<file path="src/logic/mem_stage_cfg.svh">
`ifndef MEM_STAGE_CFG_SVH
`define MEM_STAGE_CFG_SVH

// datapath and address width
`define MEM_XLEN 64

// unified memory size in bytes, addresses wrap at this size
`define DMEM_BYTES 2048

// status register bit positions
`define CP0_IE_BIT 0
`define CP0_EXL_BIT 1
`define CP0_IM_LSB 8

`endif

</file>
<file path="src/logic/mem_stage_pkg.sv">
`default_nettype none

package mem_stage_pkg;

    // load width presented by execute
    typedef enum logic [2:0] {
        LOAD_NONE   = 3'd0,
        LOAD_BYTE   = 3'd1,
        LOAD_HALF   = 3'd2,
        LOAD_WORD   = 3'd3,
        LOAD_DOUBLE = 3'd4
    } load_e;

    // store width presented by execute
    typedef enum logic [2:0] {
        STORE_NONE   = 3'd0,
        STORE_BYTE   = 3'd1,
        STORE_HALF   = 3'd2,
        STORE_WORD   = 3'd3,
        STORE_DOUBLE = 3'd4
    } store_e;

    // coprocessor-0 register numbers in use
    typedef enum logic [4:0] {
        CP0_STATUS = 5'd12,
        CP0_CAUSE  = 5'd13,
        CP0_EPC    = 5'd14
    } cp0_reg_e;

    // cause register exception codes
    typedef enum logic [4:0] {
        EXC_INT      = 5'd0,
        EXC_SYSCALL  = 5'd8,
        EXC_RESERVED = 5'd10,
        EXC_OVERFLOW = 5'd12
    } exc_code_e;

endpackage

`default_nettype wire

</file>
<file path="src/logic/cp0_regs.sv">
`timescale 1ns/1ns
`default_nettype none

`include "mem_stage_cfg.svh"

module cp0_regs (
    input  logic                    clock,
    input  logic                    reset,
    input  logic [`MEM_XLEN-1:0]    wr_data,
    input  mem_stage_pkg::cp0_reg_e regnum,
    input  logic                    mtc0,
    input  logic                    eret,
    input  logic [`MEM_XLEN-1:0]    curr_pc,
    input  logic [7:0]              interrupt_sources,
    input  logic                    overflow,
    input  logic                    reserved_inst,
    input  logic                    syscall,
    output logic [`MEM_XLEN-1:0]    rd_data,
    output logic [`MEM_XLEN-1:0]    epc,
    output logic                    taken_handler
);
    logic [`MEM_XLEN-1:0]     status;
    logic [`MEM_XLEN-1:0]     cause;
    logic                     exl;
    logic                     ie;
    logic [7:0]               im;
    logic                     exc_any;
    logic                     irq;
    mem_stage_pkg::exc_code_e exc_code;

    assign exl = status[`CP0_EXL_BIT];
    assign ie  = status[`CP0_IE_BIT];
    assign im  = status[`CP0_IM_LSB +: 8];

    assign exc_any = overflow | reserved_inst | syscall;
    assign irq     = ie && (|(interrupt_sources & im));

    // nothing is taken while already in the handler
    assign taken_handler = !exl && (exc_any || irq);

    // exceptions first, overflow highest
    always_comb begin
        if (overflow) begin
            exc_code = mem_stage_pkg::EXC_OVERFLOW;
        end else if (reserved_inst) begin
            exc_code = mem_stage_pkg::EXC_RESERVED;
        end else if (syscall) begin
            exc_code = mem_stage_pkg::EXC_SYSCALL;
        end else begin
            exc_code = mem_stage_pkg::EXC_INT;
        end
    end

    always_ff @(posedge clock, posedge reset) begin
        if (reset) begin
            status <= '0;
            cause  <= '0;
            epc    <= '0;
        end else if (taken_handler) begin
            epc                 <= curr_pc;
            status[`CP0_EXL_BIT] <= 1'b1;
            cause[6:2]          <= exc_code;
        end else begin
            if (mtc0) begin
                case (regnum)
                    mem_stage_pkg::CP0_STATUS: status <= wr_data;
                    mem_stage_pkg::CP0_CAUSE:  cause  <= wr_data;
                    mem_stage_pkg::CP0_EPC:    epc    <= wr_data;
                    default: ;
                endcase
            end
            // eret wins over a status write on the EXL bit
            if (eret) begin
                status[`CP0_EXL_BIT] <= 1'b0;
            end
        end
    end

    // pending interrupt lines show live in cause 15:8
    always_comb begin
        case (regnum)
            mem_stage_pkg::CP0_STATUS: rd_data = status;
            mem_stage_pkg::CP0_CAUSE:  rd_data = {cause[63:16], interrupt_sources, cause[7:0]};
            mem_stage_pkg::CP0_EPC:    rd_data = epc;
            default:                   rd_data = '0;
        endcase
    end

endmodule

`default_nettype wire

</file>
<file path="config.mk">
export PLATFORM = sky130hd
export DESIGN_NAME = cp0_regs
export DESIGN_NICKNAME = d
export VERILOG_FILES = /design/src/logic/mem_stage_pkg.sv /design/src/logic/cp0_regs.sv
export VERILOG_INCLUDE_DIRS = /design/src /design/src/logic
export SDC_FILE = /design/constraint.sdc
export NUM_CORES = 1
export LEC_CHECK = 0
export BUFFER_PORTS_ARGS = -buffer_cell sky130_fd_sc_hd__buf_2
export CAP_MARGIN = 10
export CORE_AREA = 10 10 149 151
export CTS_CLUSTER_DIAMETER = 200
export CTS_CLUSTER_SIZE = 30
export DETAILED_ROUTE_END_ITERATION = 12
export DIE_AREA = 0 0 159 161
export GPL_ROUTABILITY_DRIVEN = 0
export GPL_TIMING_DRIVEN = 0
export HOLD_SLACK_MARGIN = 0.03
export PLACE_DENSITY = 0.73
export SKIP_LAST_GASP = 1
export SLEW_MARGIN = 30
export SYNTH_ARGS = -nofsm -noshare
export SYNTH_HDL_FRONTEND = slang
export SYNTH_SLANG_ARGS = --single-unit
</file>
<file path="constraint.sdc">
create_clock -name clock -period 6 [get_ports clock]
set_clock_uncertainty 0.15 [all_clocks]
set_input_delay 0.9 -clock clock [delete_from_list [all_inputs] [get_ports clock]]
set_output_delay 0.9 -clock clock [all_outputs]
set_load 0.01 [all_outputs]
</file>
After elaboration in Yosys (flattened, before gate mapping)

Cells that the tools add are included.

Bits in latches: 0
RAM bits: 0
Output and inout bits: 129
Flip-flop bits (word level): 192
Memory bits (read-only): 0
Word-level logic and storage cells: 41
Memories: 0
Input bits: 148

$add $sub $neg: 0
Multiply operators: 0
Mux-type cells: 14
Shift-type cells: 0
Order comparisons: 0
Equal/unequal tests: 3
Div/mod/pow operators: 0
Reductions and logical operators: 15
Bitwise operators: 4

Operators with widths:

| kind               | number |
|---|---|
| $mux 64            | 3 |
| $pmux 64 s3        | 1 |
| $eq 5x4->1 const B | 3 |
| $mux 7             | 2 |
| $mux 4             | 3 |
| $and 8x8->8        | 1 |
| $reduce_or 8->1    | 1 |
| $reduce_and 2->1   | 3 |
| $reduce_and 3->1   | 2 |
| $reduce_bool 2->1  | 3 |
| $reduce_bool 3->1  | 2 |
| $mux 5             | 1 |
| $mux 2             | 2 |
| $logic_and 1x1->1  | 2 |
| $mux 1             | 2 |
| $or 1x1->1         | 2 |
| $logic_not 1->1    | 1 |
| $logic_or 1x1->1   | 1 |
| $not 1->1          | 1 |

Logic depth before layout (Yosys ltp)

Depth in word-level cells: 7
Depth in mapped cells: 7
Depth with buffers taken out: 5

Worst setup path after synthesis

OpenSTA, ideal clock, no wires.

Path kind: input port to output port
Start point: input regnum[0]
End point: output rd_data[0]
Setup slack: 2876 ps
Arrival: 2074 ps
Buffers on the path: 3
Stages on the path: 5
Data required time: 4950 ps
Cells stage by stage: clkbuf_1 buf_1 buf_2 mux2i_1 o21ai_0

Word-level cells in the longest chain between the ends: 2
Elaborated cells between the ends (all ways): 4
Those cells by class: eq/ne: 3; mux: 1

Ends and longest elaborated chain:

| what               | RTL line       | RTL |
|---|---|---|
| start: declaration | cp0_regs.sv:10 | `input mem_stage_pkg::cp0_reg_e regnum,` |
| $eq 5x4->1         | cp0_regs.sv:81 | `case (regnum)` |
| $pmux 64 s3 *      | cp0_regs.sv:81 |  |
| end: declaration   | cp0_regs.sv:18 | `` output logic [`MEM_XLEN-1:0] rd_data, `` |

Mark *: on every way between the ends. The rest lies on a longest branch, timed or not.

Worst setup path in the final report

Start point: input interrupt_sources[7]
End point: output taken_handler

Word-level cells in the longest chain between the ends: 5

Ends and longest elaborated chain:

| what               | RTL line       | RTL |
|---|---|---|
| start: declaration | cp0_regs.sv:14 | `input logic [7:0] interrupt_sources,` |
| $and 8x8->8        | cp0_regs.sv:36 | `assign irq = ie && (\|(interrupt_sources & im));` |
| $reduce_or 8->1    | cp0_regs.sv:36 |  |
| $logic_and 1x1->1  | cp0_regs.sv:36 |  |
| $logic_or 1x1->1   | cp0_regs.sv:39 | `assign taken_handler = !exl && (exc_any \|\| irq);` |
| $logic_and 1x1->1  | cp0_regs.sv:39 |  |
| end: declaration   | cp0_regs.sv:20 | `output logic taken_handler` |

No other way between the ends.

==> impl_results.md <==
* Status: finished, final reports clean
* Clock Sink Count at approximately 180
* Area grow syn2layout at 27.6%
* Htree depth at 4
* Die Y at between 150 and 200 microns
* Routed length per placed instance at approximately 20 microns
* Most common cell after layout, fill and taps aside: buf_2
* Post-synthesis sequential area ratio at a little over 50%
* Std-Cell Rows at 51
* Worst-path maximum fanout at 10
* Synthesized flop and latch total at 184
* Worst R2R Path Depth at 7
* Leak at between 0.005 and 0.006 uW
* Share of cells above drive strength 1 at between 40 and 50%
* Synthesized cell area at between 8000 and 9000 sq um
* RSZ-0062 raised after global routing: no
* Most frequent cells in the layout: 289 x buf_2, 188 x o21ai_0, 184 x dfrtp_1
* Gr usage total at between 20% and 30%
* Antenna violations before repair at 2
* Clk buf depth at 2
* Syn nets at between 900 and 1k
* Num CTS Buffers at 17
* Arrival time at the worst endpoint at approximately 3.1 ns
* Post-Route WL at 27.7 mm
* Vias at roughly 7.3k
* Setup Fix Bufs, Post-CTS at 0
* R2R Setup Slk at slightly below 3 ns
* Max-slew violations at 0
* Antenna cells at 0
* Worst slew margin at 42.1%
* Post-route ant nets at 0
* First-pass GRT wire length at 43.5 mm
* Syn Inst Count at roughly 780
* Max Freq at between 0.2 and 0.25 GHz
* Drt initial violations at between 400 and 500
* Worst setup SP type: input pin
* Setup TNS Final at 0 ns
* Fin. Hold Viols at 0
* Root buf cell: clkbuf_16
* Max rail drop VDD at just under 0.2 mV
* Port buffer count at 275
* Full die area at 25600 sq um
* CTS tree: done
* Crit share post-route at 69.8%
* Yosys cell types at 28
* Clock-pin transition on the worst setup and hold timing paths at about 0.070 ns
* Remaining Overflow, GRT at 0
* Layout Utilization at 59.3%
* Vias in the first global route at about 7.7k
* Starting Density at a little under half
* HP Class: input pin to async pin
* R2r endpoint: epc[29]$_DFFE_PP0P_
* Max_cap viols at 0
* Die width at 159 microns
* Avg Inst Size Synth at roughly 11 sq um
* Pin count of the biggest net entering global routing at 30
* Post-DP HPWL at between 20 and 25 mm
* Worst setup EP type: primary output
* First-pass iteration count of the detailed router at 4
* WS Path Type: input pin to primary output
* Post-CTS sizing at 0
* DRC viols at 0
* Yosys warnings at 0
* Slew @ Worst Pin at between 0.8 and 0.9 ns
* Final #Nets at roughly 1.2k
* Hold-fix buffers, CTS at 0
* Setup violations, final at 0
* CP required at between 4 and 5 ns
* Core area at 19200 sq um
* RR Startpoint: status[1]$_DFFE_PP0P_
* Final instance area at between 10000 and 15000 sq um
* Clock latency on the worst-skew pair at about 0.43 ns
* Area after DPL at approximately 11000 sq um
* Minimum clock period after layout at 4.19 ns
* Vias per inst at between 5 and 6
* Power Dens Cells at a little under 400 nW/um^2
* I/O Pins at between 200 and 300
## routing by layer
layer / wire length [microns] / part of all wire, % / track usage [%] / up-vias
met5: 32 / 0.12 / 0 / -
met4: 218 / 0.79 / 4.30 / 4
met3: 1770 / 6.4 / 5.59 / 20
met2: 13700 / 49 / 36.0 / 244
met1: 12000 / 43 / 26.5 / 3638
li1: - / - / - / 3396
## Yosys cell counts
library cell | instances | area [sq um]
nor3_4 | 1 | 16.3
mux2_1 | 8 | 90.1
nand2_1 | 65 | 244
o21ai_1 | 2 | 10.0
mux2_2 | 110 | 1240
buf_4 | 11 | 82.6
nor3_2 | 1 | 10.0
nand2b_1 | 1 | 6.26
nor2_1 | 4 | 15.0
nand3_1 | 1 | 5.00
a41oi_1 | 1 | 8.76
a22oi_1 | 4 | 30.0
nand3b_1 | 2 | 15.0
o32a_1 | 1 | 10.0
nor3_1 | 2 | 10.0
mux2i_1 | 131 | 1310
nand4bb_1 | 1 | 11.3
a31oi_1 | 1 | 6.26
o21ai_0 | 188 | 941
dfrtp_1 | 184 | 4600
clkbuf_1 | 34 | 128
buf_1 | 2 | 7.51
inv_1 | 4 | 15.0
o22ai_1 | 1 | 6.26
nand4b_1 | 1 | 8.76
buf_2 | 14 | 70.1
and4bb_2 | 1 | 12.5
and3b_1 | 2 | 17.5
## worst max-delay path by stage
stage / start / endpoint / slack, ns / cells after the start
final: interrupt_sources[7] / taken_handler / 1.81 / 8
after global routing: interrupt_sources[7] / taken_handler / 1.63 / 8
after CTS: interrupt_sources[7] / taken_handler / 1.65 / 8
after detailed placement: interrupt_sources[7] / taken_handler / 1.66 / 8
after global placement: reset / epc[31]$_DFFE_PP0P_ / 1.42 / 2
after floorplan: reset / cause[0]$_DFFE_PP0P_ / 2.59 / 1
## area by class of cell
class / count / area, sq um
fillers: 1608 / 7810
flip-flops and latches: 184 / 4600
multi-input cells: 529 / 4020
repair buffers: 282 / 1530
clock buffers: 19 / 433
well taps: 265 / 332
plain buffers: 61 / 288
clock inverters: 13 / 168
inverters: 4 / 18.8
## report_power, final
part	internal, uW	leakage, uW	switching, uW
registers	1670	0.00236	283
clock network	663	0.000294	492
logic	593	0.00334	719
total	2920	0.00599	1490
## flip-flops by register name (all words and copies together), names as in the netlist
| signal | count |
|---|---|
| cause | 56 |
| status | 64 |
| epc | 64 |
## logic make-up after synthesis
kind of cell	Yosys count	share of synthesized area [%]
flip-flops	184	51.6
AND/OR/NAND/NOR	82	4.16
multiplexers	249	29.6
buffers and inverters	65	3.39
AO/OA/AOI/OAI	198	11.3
## worst max-delay path, stage by stage
cell      delay [ns]
buf_2           0.09
a22oi_1         0.09
a41oi_1         0.55
nor2_1          0.29
inv_1           0.19
clkbuf_1        0.50
buf_2           0.35
buf_2           0.18
## metrics by stage
step / setup WS, ns / total power [uW] / hold WS (ns) / instances
after global routing: 1.63 / 4680 / 0.272 / 1357
after detailed placement: 1.66 / 3290 / 0.325 / 1325
final: 1.81 / 4420 / 0.281 / 1357
after floorplan: 2.59 / 2680 / 0.307 / 778
after CTS: 1.65 / 4450 / 0.274 / 1357
after global placement: 1.42 / 3240 / 0.316 / 1318
(Power assumes the default switching activity.)
