<file path="src/logic/mem_stage_cfg.svh">
`ifndef MEM_STAGE_CFG_SVH
`define MEM_STAGE_CFG_SVH

// datapath and address width
`define MEM_XLEN 64

// unified memory size in bytes, addresses wrap at this size
`define DMEM_BYTES 2048

// status register bit positions
`define CP0_IE_BIT 0
`define CP0_EXL_BIT 1
`define CP0_IM_LSB 8

`endif

</file>
<file path="src/logic/mem_stage_pkg.sv">
`default_nettype none

package mem_stage_pkg;

    // load width presented by execute
    typedef enum logic [2:0] {
        LOAD_NONE   = 3'd0,
        LOAD_BYTE   = 3'd1,
        LOAD_HALF   = 3'd2,
        LOAD_WORD   = 3'd3,
        LOAD_DOUBLE = 3'd4
    } load_e;

    // store width presented by execute
    typedef enum logic [2:0] {
        STORE_NONE   = 3'd0,
        STORE_BYTE   = 3'd1,
        STORE_HALF   = 3'd2,
        STORE_WORD   = 3'd3,
        STORE_DOUBLE = 3'd4
    } store_e;

    // coprocessor-0 register numbers in use
    typedef enum logic [4:0] {
        CP0_STATUS = 5'd12,
        CP0_CAUSE  = 5'd13,
        CP0_EPC    = 5'd14
    } cp0_reg_e;

    // cause register exception codes
    typedef enum logic [4:0] {
        EXC_INT      = 5'd0,
        EXC_SYSCALL  = 5'd8,
        EXC_RESERVED = 5'd10,
        EXC_OVERFLOW = 5'd12
    } exc_code_e;

endpackage

`default_nettype wire

</file>
<file path="src/logic/mem_result_stage.sv">
`timescale 1ns/1ns
`default_nettype none

`include "mem_stage_cfg.svh"

module mem_result_stage (
    input  logic                  clock,
    input  logic                  reset,
    input  logic [`MEM_XLEN-1:0]  alu_out,
    input  logic [`MEM_XLEN-1:0]  load_data,
    input  logic [`MEM_XLEN-1:0]  cp0_rdata,
    input  logic [`MEM_XLEN-1:0]  epc,
    input  logic [`MEM_XLEN-1:0]  pc4,
    input  logic                  taken_handler,
    input  mem_stage_pkg::load_e  load_type,
    input  logic                  mfc0,
    input  logic                  link,
    input  logic [4:0]            w_regnum,
    input  logic                  write_enable,
    output logic [`MEM_XLEN-1:0]  w_data,
    output logic [4:0]            w_regnum_q,
    output logic                  write_enable_q,
    output logic [`MEM_XLEN-1:0]  epc_q,
    output logic                  taken_handler_q
);
    logic [`MEM_XLEN-1:0] w_next;
    logic                 is_load;

    assign is_load = (load_type != mem_stage_pkg::LOAD_NONE);

    // link beats mfc0, mfc0 beats a load, alu result otherwise
    always_comb begin
        if (link) begin
            w_next = pc4;
        end else if (mfc0) begin
            w_next = cp0_rdata;
        end else if (is_load) begin
            w_next = load_data;
        end else begin
            w_next = alu_out;
        end
    end

    // stage register toward writeback
    always_ff @(posedge clock, posedge reset) begin
        if (reset) begin
            w_data          <= '0;
            w_regnum_q      <= '0;
            write_enable_q  <= 1'b0;
            epc_q           <= '0;
            taken_handler_q <= 1'b0;
        end else begin
            w_data          <= w_next;
            w_regnum_q      <= w_regnum;
            write_enable_q  <= write_enable;
            epc_q           <= epc;
            taken_handler_q <= taken_handler;
        end
    end

endmodule

`default_nettype wire

</file>
<file path="config.mk">
export PLATFORM = sky130hd
export DESIGN_NAME = mem_result_stage
export DESIGN_NICKNAME = d
export VERILOG_FILES = /design/src/logic/mem_stage_pkg.sv /design/src/logic/mem_result_stage.sv
export VERILOG_INCLUDE_DIRS = /design/src /design/src/logic
export SDC_FILE = /design/constraint.sdc
export NUM_CORES = 1
export LEC_CHECK = 0
export BUFFER_PORTS_ARGS = -buffer_cell sky130_fd_sc_hd__buf_2
export CAP_MARGIN = 20
export CORE_AREA = 2 2 181 183
export DETAILED_ROUTE_END_ITERATION = 16
export DIE_AREA = 0 0 183 185
export GPL_ROUTABILITY_DRIVEN = 0
export SYNTH_ARGS = -nofsm -noshare
export SYNTH_HDL_FRONTEND = slang
export SYNTH_SLANG_ARGS = --single-unit
</file>
<file path="constraint.sdc">
create_clock -name clock -period 4.55 [get_ports clock]
set_input_delay 0.455 -clock clock [delete_from_list [all_inputs] [get_ports clock]]
set_output_delay 0.455 -clock clock [all_outputs]
set_load 0.02 [all_outputs]
</file>
-- Yosys cells after proc, flatten, opt, wreduce, memory -nomap -nowiden
Index checks and enable logic that the tools add are counted.
- flip-flop bits (word level): 135
- latch bits: 0
- memory bits (writable): 0
- bits in read-only memories: 0
- input bits: 334
- output and inout bits: 135
- logic and storage cells: 9
- memories kept: 0
- $add $sub $neg: 0
- multipliers: 0
- divide/modulo/power cells: 0
- $lt $le $gt $ge: 0
- equality and inequality tests: 0
- shifts and indexed selects: 0
- muxes and demuxes: 3
- bitwise operators: 0
- reduce and logical (&&, ||, !) cells: 1
- operator list (cell ; number):
    64-bit 2-to-1 mux ; 3
    3-bit nonzero test ; 1

-- Longest topological paths before layout
Gate-level depths: netlist of the first run.
- depth after elaboration: 4
- mapped depth: 5
- mapped depth without buffers: 3

-- Worst setup path before layout of the first run
Ideal clock, no wire load.
- kind: input port to flip-flop
- from: in load_type[1]
- to: reg w_data[10]
- setup time: 0.147 ns
- arrival time: 1.432 ns
- required time: 4.403 ns
- path slack: 2.971 ns
- cell stages on the path: 5
- path buffers: 2
- path through: or4_4 > buf_6 > buf_12 > nor2_4 > o41ai_2
- cells in the longest elaborated chain, start to end: 4
- RTL lines (item ; line ; source):
    from (decl) ; mem_result_stage.sv:15 ; input mem_stage_pkg::load_e load_type,
    3-bit nonzero test ; mem_result_stage.sv:29 ; assign is_load = (load_type != mem_stage_pkg::LOAD_NONE);
    64-bit 2-to-1 mux ; mem_result_stage.sv:37 ; end else if (is_load) begin
    64-bit 2-to-1 mux ; mem_result_stage.sv:35 ; end else if (mfc0) begin
    64-bit 2-to-1 mux ; mem_result_stage.sv:33 ; if (link) begin
    via w_next[10] ; mem_result_stage.sv:26 ; logic [`MEM_XLEN-1:0] w_next;
    to (signal assigned) ; mem_result_stage.sv:53 ; w_data <= w_next;
    to (decl) ; mem_result_stage.sv:20 ; output logic [`MEM_XLEN-1:0] w_data,
The timed path passes the listed nets, and every way through them passes these cells.

-- Worst setup path in the final report of the first run
- from: in mfc0
- to: reg w_data[62]
- cells in the longest elaborated chain, start to end: 2
- RTL lines (item ; line ; source):
    from (decl) ; mem_result_stage.sv:16 ; input logic mfc0,
    64-bit 2-to-1 mux ; mem_result_stage.sv:35 ;
    64-bit 2-to-1 mux ; mem_result_stage.sv:33 ;
    via w_next[62] ; mem_result_stage.sv:26 ;
The timed path passes the listed nets, and every way through them passes these cells.

==> impl_results.md, run 1 <==
- GRT met2 Usage: 23.4%
- I/O pins: 469
- WL/cell: 17.5 um
- Clock-pin slew on the worst setup and hold paths: 0.06 ns
- Number of distinct library cells after synthesis: 16
- Setup violators final: 0
- Grt peak-use layer: met2
- Endpoint class of the critical path: register
- Cells on Worst Hold Path: 1
- CTS Sinks: 135
- Area growth syn-to-layout: 50.3%
- FMAX: 452 MHz
- Die Span Y: 185 um
- Vias/cell: between 4 and 5
- Pre-Repair DR Iteration Count: 4
- Initial antenna violation count: 5
- Post-synthesis cell count: 499
- GR Util met1: ~16%
- Area of the core: roughly 32000 um^2
- Site Rows: 66
- Vias in the first global route: 5919
- Post-route non-filler standard cell count: 1374
- Overflow left after global routing: 0
- Synth Net Count: 833
- Tot Pwr: between 0.003 and 0.004 W
- Drt drc: 0
- Fin. Hold Viols: 0
- Root Buffer: clkbuf_16
- Internal Pwr Total: roughly 0.0023 W
- Comb power frac: 18.6%
- Clock Tree Buf Depth: 2
- Final setup TNS: 0 ns
- PwrDens: 343 nW/um^2
- Leakage power: between 4 and 5 nW
- Cts hold-fix bufs: 0
- Sw Share: 28.6%
- Final core area utilization: between 20% and 30%
- Sequential Power Share: around two fifths
- Slew HR: 34.5%
- Worst Max-Slew Pin Slew: 0.983 ns
- Post-DP HPWL: around 18 mm
- Status: completed
- Initial Util: about a fifth
- Gates resized, CTS repair: 0
- CTS Buf Count: 17
- Global-route wire length before repair: between 30 and 40 mm
- CTS H-tree depth: 4
- Avg Cell Area, Syn: 12.7 um^2
- Critical Path Start Type: primary input
- Postcts setup bufs: 0
- Crit path DAT: 2.53 ns
- Clk pwr share: between 40% and 50%
- Post-detailed-route count of antenna-violating nets: 0
- CTS tree: yes
- Iteration-0 DRC Markers: 191
- Global Route Usage Sum: between 10 and 15%
- # nets final: ~1300
- DP Cell Count: 1341
- Crit Path Class: in2reg
- Max-cap violations: 0
- Die area: 33900 um^2
- Worst min path class: in2reg
- Crit-path max FO: 46
- Detailed-route via count: between 5000 and 6000
- Met3 usage: 4.90%
- Tmin final: around 2.2 ns
- Filler cells: 3448
- Die W: 183 um
- Fraction of layout cells with a size suffix above 1: 65.0%
- Post-synthesis sequential area ratio: 53.3%
- Data required, critical path: 4.86 ns
- Port buffer count: 468
- Seq cells post-synth: 135
- RSZ-0062 raised after global routing: no
- Psw: 0.000932 W
- Fin. max-slew vios: 0
- Final Cycle Share: 48.6%
- Max IR drop VDD: 0.000224 V
- Post-Syn Area: 6330 um^2
- Largest net degree at the start of global routing: 98
- Yosys warns: 0
- Final WL: ~24 mm
## synthesized netlist by cell type, drive strengths merged
master | n | area share [%]
buf | 20 | 3.7
o41ai | 64 | 16
clkbuf | 21 | 1.2
nor2b | 64 | 6.3
dfrtp | 135 | 53
nor3 | 65 | 5.3
or4 | 1 | 0.18
nand2 | 64 | 3.8
inv | 1 | 0.059
nor2 | 64 | 10
## final timing paths
check | endpoint | start
min in group asynchronous | taken_handler_q | reset
worst max-delay path | w_data[62] | mfc0
worst min-delay path | epc_q[3] | epc[3]
max in group asynchronous | epc_q[55] | reset
## metrics by stage
stage	instance area [um^2]	hold slack (ns)	worst slack, ns
finish	9520	0.134	2.34
global route	9510	0.0974	2.19
CTS	9510	0.0961	2.35
detailed placement	8950	0.564	1.89
global placement	8950	0.563	1.91
floorplan	6330	0.486	0.484
## state kept, by name, indices dropped and copies added, names as in the netlist
register         count
w_regnum_q           5
write_enable_q       1
taken_handler_q      1
epc_q               64
w_data              64
## logic make-up (layout without fill, tap and decap cells)
group / Yosys count / count (layout) / synth area share (%)
AOI/OAI and AO/OA: 64 / 64 / 15.8
and+or+nand+nor: 258 / 258 / 25.8
other: 0 / 3 / 0
DFF: 135 / 135 / 53.3
buffers and inverters: 42 / 506 / 5.00
## worst max-delay path, cell delays in order
cell	delay [ns]
buf_4	0.35
or4_4	0.79
buf_12	0.43
nor2_1	0.08
o41ai_1	0.31
## power groups by stage
| stage | clock network, W | registers, W | logic, W |
|---|---|---|---|
| 2_1_floorplan | 0 | 0.00144 | 0.000205 |
| 5_1_grt | 0.00145 | 0.00131 | 0.000653 |
| 3_5_place_dp | 0 | 0.00133 | 0.000616 |
| 4_1_cts | 0.00141 | 0.00131 | 0.000617 |
| 6_report | 0.00135 | 0.00130 | 0.000606 |
| 3_3_place_gp | 0 | 0.00133 | 0.000610 |
## placed cells by master (no fill, tap or decap), types with 2 or more instances in the layout
cell / n
buf_2: 466
dfrtp_1: 135
nor2b_1: 64
nor3_1: 64
nand2_1: 64
o41ai_2: 59
nor2_4: 51
clkbuf_16: 17
nor2_2: 9
buf_4: 7
o41ai_1: 5
nor2_1: 4
clkinvlp_4: 4
diode_2: 3
clkinv_2: 3
inv_6: 2
clkinv_4: 2
bufinv_16: 2
## metal layers
layer	wire, um	up-vias
li1	-	2642
met1	9410	2768
met2	12000	313
met3	2070	31
met4	520	6
met5	50	-
## area by class of cell
cell class,instances,area (um^2),share of cell area [%]
well taps,408,510,5.36
multi-input cells,322,2640,27.7
clock inverters,12,131,1.38
inverters,1,8.76,0.0920
clock buffers,18,429,4.51
diodes,3,7.51,0.0789
flip-flops and latches,135,3380,35.5
repair buffers,475,2420,25.4
Note: power is estimated with default switching activity, not from simulation.
==> run 2: changes to the inputs <==
Clock period 4.55 ns to 2.2 ns, I/O delays scaled along.
==> impl_results.md, run 2 (synthesized netlist as in run 1, its figures left out) <==
- Status: completed (unchanged)
- Setup violators final: 0 (unchanged)
- Final core area utilization: 34.5% (was 29.7%)
- CTS Sinks: 135 (unchanged)
- Crit-path max FO: 64 (was 46)
- Overflow left after global routing: 0 (unchanged)
- Sw Share: 27.9% (was 28.6%)
- Fraction of layout cells with a size suffix above 1: 57.8% (was 65.0%)
- Global-route wire length before repair: 37.1 mm (was 34.5 mm)
- Comb power frac: 19.7% (was 18.6%)
- Area growth syn-to-layout: 74.4% (was 50.3%)
- Largest net degree at the start of global routing: 129 (was 98)
- Die area: 33900 um^2 (unchanged)
- Critical Path Start Type: primary input (unchanged)
- Internal Pwr Total: 0.00538 W (was 0.00233 W)
- Fin. max-slew vios: 0 (unchanged)
- Crit path DAT: 1.56 ns (was 2.53 ns)
- Final Cycle Share: 59.0%
- FMAX: between 700 and 800 MHz
- Detailed-route via count: 6254 (was 5760)
- Crit Path Class: in2reg (unchanged)
- GRT met2 Usage: 25.3% (was 23.4%)
- Die W: 183 um (unchanged)
- Fin Hold WS: 0.0246 ns (was 0.134 ns)
- Biggest regs: epc_q x64, w_data x64, w_regnum_q x5 (unchanged)
- Vias in the first global route: 6594 (was 5919)
- Fin. Hold Viols: 0 (unchanged)
- Max IR drop VDD: 0.000492 V (was 0.000224 V)
- WL/cell: 16.9 um (was 17.5 um)
- Clock-pin slew on the worst setup and hold paths: 0.07 ns (was 0.06 ns)
- Slew HR: 50.0% (was 34.5%)
- Final WL: 25.6 mm (was 24.0 mm)
- CTS H-tree depth: 4 (unchanged)
- Met3 usage: 4.62% (was 4.90%)
- I/O pins: 469 (unchanged)
- Leakage power: 5.27 nW (was 4.62 nW)
- RSZ-0062 raised after global routing: no (unchanged)
- Sequential Power Share: 36.2% (was 40.0%)
- Commonest non-fill, non-tap cell in the layout: buf_2 (unchanged)
- CTS tree: yes (unchanged)
- Site Rows: 66 (unchanged)
- Max-cap violations: 0 (unchanged)
- PwrDens: 676 nW/um^2 (was 343 nW/um^2)
- Gates resized, CTS repair: 0 (unchanged)
- Grt peak-use layer: met2 (unchanged)
- Endpoint class of the critical path: register (unchanged)
- Worst Max-Slew Pin Slew: 0.751 ns (was 0.983 ns)
- Pre-Repair DR Iteration Count: 4 (unchanged)
- Initial Util: 19.8% (unchanged)
- Initial antenna violation count: 5 (unchanged)
- Root Buffer: clkbuf_16 (unchanged)
- Iteration-0 DRC Markers: 192 (was 191)
- Post-DP HPWL: 18.2 mm (was 18.3 mm)
- Final setup TNS: 0 ns (unchanged)
- Global Route Usage Sum: 14.6% (was 13.7%)
- Die Span Y: 185 um (unchanged)
- Area of the core: 32000 um^2 (unchanged)
- Clk pwr share: 44.1% (was 41.5%)
- Tmin final: between 1 and 1.5 ns
- Vias/cell: 4.14 (was 4.19)
- Clock Tree Buf Depth: 2 (unchanged)
- Psw: 0.00208 W (was 0.000932 W)
- CTS Buf Count: 17 (unchanged)
- Drt drc: 0 (unchanged)
- # nets final: 1423 (was 1286)
- Worst min path class: in2reg (unchanged)
- Port buffer count: 468 (unchanged)
- GR Util met1: 16.7% (was 15.8%)
- Data required, critical path: 2.46 ns (was 4.86 ns)
- Post-detailed-route count of antenna-violating nets: 0 (unchanged)
- Commonest cells after routing, fill and taps aside: buf_2 (466), dfrtp_1 (135), dlygate4sd3_1 (129) (was buf_2 (466), dfrtp_1 (135), nor2b_1 (64), nor3_1 (64), nand2_1 (64))
run 2: changes by cell type in the layout (fill, tap and decap cells not counted), sizes merged:
cell / before / now
clkinv: 5 / 4
bufinv: 2 / 5
inv: 2 / 5
diode: 3 / 2
clkinvlp: 4 / 2
clkbuf: 18 / 17
dlygate4sd3: 0 / 129
buf: 475 / 483
run 2: layout make-up:
type | count | area [um^2]
Clock inverter | 15 | 239
Timing Repair Buffer | 612 | 3840
Fill cell | 3253 | 21000
Sequential cell | 135 | 3380
Antenna cell | 2 | 5.00
Tap cell | 408 | 510
Clock buffer | 17 | 425
Inverter | 1 | 7.51
Multi-Input combinational cell | 322 | 2640
run 2: metal layers:
metal,share of wire (%),routed length (um)
met3,7.0,1780
met5,0.20,50
met4,2.2,575
met1,40,10300
met2,50,12900
run 2: power by group through the flow:
stage	Sequential, W	Clock (W)	Combinational, W
6_report	0.00271	0.00329	0.00147
5_1_grt	0.00272	0.00351	0.00157
2_1_floorplan	0.00298	0	0.000424
3_3_place_gp	0.00275	0	0.00128
3_5_place_dp	0.00275	0	0.00129
4_1_cts	0.00270	0.00341	0.00148
run 2: worst paths after layout:
check,start,endpoint,slack (ns),cells past startpoint
max,load_type[1],w_data[2],0.90,5
min,pc4[28],w_data[28],0.02,3
max in group asynchronous,reset,w_data[11],1.15,4
min in group asynchronous,reset,epc_q[50],0.39,3
run 2: repair_timing:
item,CTS,global route
hold buffers,129,0
endpoints found under the hold margin,146,0
buffers inserted,0,0
run 2: critical path, stage by stage:
cell and delay, ns:
buf_2 0.12, nor3_4 0.20, buf_12 0.33, nor3_1 0.08, o41ai_1 0.59
run 2: per-stage QoR:
stage | instance area (um^2) | worst slack, ns | total power [W] | std cells
after floorplan | 6340 | 0.301 | 0.00340 | 499
after global placement | 9080 | 0.496 | 0.00403 | 1349
after detailed placement | 9080 | 0.449 | 0.00404 | 1349
after CTS | 11000 | 0.913 | 0.00759 | 1510
after global routing | 11000 | 0.819 | 0.00780 | 1511
final | 11000 | 0.903 | 0.00746 | 1512
==> run 3: changes to the inputs <==
Settings changed: ABC_AREA set to 1, CORE_AREA 2 2 181 183 to 2 2 180 182, DIE_AREA 0 0 183 185 to 0 0 182 184.
Clock period 2.2 ns to 1.1 ns, I/O delays scaled along.
==> impl_results.md, run 3 <==
- Status: finished with violations (was completed)
- Violated checks: setup timing
- Internal Pwr Total: 0.0107 W (was 0.00538 W)
- GR Util met1: 17.4% (was 16.7%)
- Biggest regs: epc_q x64, w_data x64, w_regnum_q x5 (unchanged)
- Number of distinct library cells after synthesis: 17 (was 16)
- Sequential Power Share: 36.1% (was 36.2%)
- CP bufs+invs: 1 (was 2)
- CTS Sinks: 135 (unchanged)
- Synth area leader: dfrtp_1 (unchanged)
- Post-route cell area: 12100 um^2 (was 11000 um^2)
- Sw Share: 29.1% (was 27.9%)
- Slew HR: 78.4% (was 50.0%)
- Final setup TNS: -0.0180 ns (was 0 ns)
- Post-route non-filler standard cell count: 1799 (was 1512)
- Iteration-0 DRC Markers: 285 (was 192)
- Grt peak-use layer: met2 (unchanged)
- Crit-path cells: buf_6 (was buf_2 -> nor3_4 -> buf_12 -> nor3_1 -> o41ai_1)
- Pre-Repair DR Iteration Count: 5 (was 4)
- Site Rows: 65 (was 66)
- Data required, critical path: 0.99 ns (was 2.46 ns)
- ANT cells: 0 (was 2)
- Port buffer count: 468 (unchanged)
- Vias/cell: 4.18 (was 4.14)
- Leakage power: 6.21 nW (was 5.27 nW)
- Initial antenna violation count: 1 (was 5)
- Final Cycle Share: 102%
- PwrDens: 1240 nW/um^2 (was 676 nW/um^2)
- Detailed-route via count: 7528 (was 6254)
- Share of flip-flops with an asynchronous set or reset: 100% (unchanged)
- Clock Tree Buf Depth: 2 (unchanged)
- Critical Path Max Stage Delay: 0.43 ns (was 0.59 ns)
- Seq cells post-synth: 135 (unchanged)
- Max-cap violations: 0 (unchanged)
- Synth Net Count: 1034 (was 833)
- WL/cell: 15.7 um (was 16.9 um)
- Cells on Worst Hold Path: 5 (was 3)
- Critical-path top delay cell: dfrtp_1 (was o41ai_1)
- Clk pwr share: 40.9% (was 44.1%)
- Max IR drop VDD: 0.000959 V (was 0.000492 V)
- Commonest non-fill, non-tap cell in the layout: buf_2 (unchanged)
- Tmin final: between 1 and 1.5 ns
- Crit path DAT: 1.01 ns (was 1.56 ns)
- Area growth syn-to-layout: 89.3% (was 74.4%)
- Comb power frac: 23.0% (was 19.7%)
- Die area: 33500 um^2 (was 33900 um^2)
- CTS Buf Count: 17 (unchanged)
- Overflow left after global routing: 0 (unchanged)
- Largest net degree at the start of global routing: 68 (was 129)
- Commonest cells after routing, fill and taps aside: buf_2 (424), nand2_1 (256), dlygate4sd3_1 (210) (was buf_2 (466), dfrtp_1 (135), dlygate4sd3_1 (129))
- Synth area leaders: dfrtp_1 (53%), nand2_1 (15%), nand3_2 (9.4%) (was dfrtp_1 (53%), o41ai_2 (15%), nor2_4 (9.1%))
- # nets final: 1718 (was 1423)
- Global Route Usage Sum: 16.0% (was 14.6%)
- Post-detailed-route count of antenna-violating nets: 0 (unchanged)
- I/O pins: 469 (unchanged)
- Crit-path max FO: 1 (was 64)
- RSZ-0062 raised after global routing: yes (was no)
- DP Cell Count: 1556 (was 1349)
- Yosys warns: 0 (unchanged)
- FMAX: 894 MHz
- CTS H-tree depth: 4 (unchanged)
- Endpoint class of the critical path: primary output (was register)
- Cell family with most CP delay: flip-flops (was compound AO/OA/AOI/OAI gates)
- Sink of the worst hold path: w_data[36] (was w_data[28])
- Clock-pin slew on the worst setup and hold paths: 0.07 ns (about the same)
- Met3 usage: 4.28% (was 4.62%)
- Die Span Y: 184 um (was 185 um)
- Count leader, synth: nand2_1 (was dfrtp_1)
- Initial Util: 20.4% (was 19.8%)
- Placed inst area: 9090 um^2 (was 9080 um^2)
- Number of synthesized flops with an enable pin: 0 (unchanged)
- Worst min path class: in2reg (unchanged)
- Crit Path Class: reg2out (was in2reg)
- Vias in the first global route: 7944 (was 6594)
- Drt drc: 0 (unchanged)
- Worst Max-Slew Pin Slew: 0.324 ns (was 0.751 ns)
- Critical Path Start Type: register (was primary input)
- Post-Syn Area: 6400 um^2 (was 6330 um^2)
- Psw: 0.00438 W (was 0.00208 W)
- Global-route wire length before repair: 41.8 mm (was 37.1 mm)
- Avg Cell Area, Syn: 9.14 um^2 (was 12.7 um^2)
- Post-synthesis cell count: 700 (was 499)
- Final setup margin: -0.0180 ns (was 0.903 ns)
- Setup violators final: 1 (was 0)
- Commonest cells in the synthesized netlist: nand2_1 (256), dfrtp_1 (135), nor2_1 (128) (was dfrtp_1 (135), nand2_1 (64), nor2b_1 (64), nor3_1 (64), o41ai_2 (59))
- Post-DP HPWL: 19.2 mm (was 18.2 mm)
- Fin. max-slew vios: 0 (unchanged)
- Die W: 182 um (was 183 um)
- Fin. Hold Viols: 0 (unchanged)
- Share of the synthesized area in the top cell type: 52.8% (was 53.3%)
- Final WL: 28.3 mm (was 25.6 mm)
- GRT met2 Usage: 30.0% (was 25.3%)
- Post-synthesis sequential area ratio: 52.8% (was 53.3%)
- Root Buffer: clkbuf_16 (unchanged)
- Area of the core: 31400 um^2 (was 32000 um^2)
- CTS tree: yes (unchanged)
- Fraction of layout cells with a size suffix above 1: 42.9% (was 57.8%)
- Worst min-delay path startpoint: load_data[36] (was pc4[28])
- Main synth FF type: dfrtp_1 (unchanged)
[run 3: changes by cell type in the layout (fill, tap and decap cells not counted), sizes merged, moves of 64 or more]
| cell | before | now |
|---|---|---|
| nor3 | 65 | 0 |
| nor2 | 64 | 129 |
| nand2 | 64 | 257 |
| o41ai | 64 | 0 |
| nand3 | 0 | 128 |
| nor2b | 64 | 0 |
| dlygate4sd3 | 129 | 210 |
[run 3: final cells by class]
class,instances,area (um^2)
tap,402,503
clock inverter,14,189
sequential,135,3380
multi-input combinational,514,2400
timing repair buffer,713,5190
fill,3086,19300
inverter,3,20.0
clock buffer,18,429
[run 3: worst max path at each step]
stage	startpoint	to	cells past startpoint
after floorplan	reset	epc_q[0]	1
after global placement	load_type[2]	w_data[0]	7
after detailed placement	load_type[2]	w_data[3]	8
after CTS	epc_q[28]	epc_q[28]	1
after global routing	epc_q[28]	epc_q[28]	1
final	epc_q[28]	epc_q[28]	1
[run 3: layer usage]
layer / share of wire (%) / vias up
met5: 0.064 / -
met1: 38 / 3505
met3: 7.5 / 57
li1: - / 3565
met2: 52 / 399
met4: 2.7 / 2
[run 3: metrics by stage]
stage               utilization [%]  worst slack (ns)  total power, W  hold slack [ns]
floorplan                         -            -0.689         0.00692            0.141
global placement               29.0           -0.0595         0.00815            0.218
detailed placement             29.0           -0.0844         0.00817            0.219
CTS                            37.8           -0.0434          0.0150         0.000627
global route                   38.6           -0.0496          0.0158           0.0146
finish                         38.6           -0.0180          0.0150           0.0207
[run 3: cells by family after synthesis]
kind of cell / after synthesis / share of synthesized area [%]
flip-flops: 135 / 52.8
buffers and inverters: 51 / 9.62
AND/OR/NAND/NOR: 514 / 37.6
[run 3: timing repair]
item | 4_1_cts | 5_1_grt
gates resized for setup | 16 | 79
gates cloned | 0 | 1
setup buffers | 0 | 0
pin swaps | 0 | 0
hold buffers | 210 | 0
endpoints found under the setup margin | 9 | 46
hold endpoints to repair | 221 | 0
[run 3: power groups by stage]
stage | combinational (W) | sequential, W | clock [W]
final | 0.00346 | 0.00543 | 0.00614
after global routing | 0.00372 | 0.00546 | 0.00659
after CTS | 0.00331 | 0.00541 | 0.00632
after detailed placement | 0.00268 | 0.00549 | 0
after global placement | 0.00267 | 0.00549 | 0
after floorplan | 0.000968 | 0.00595 | 0
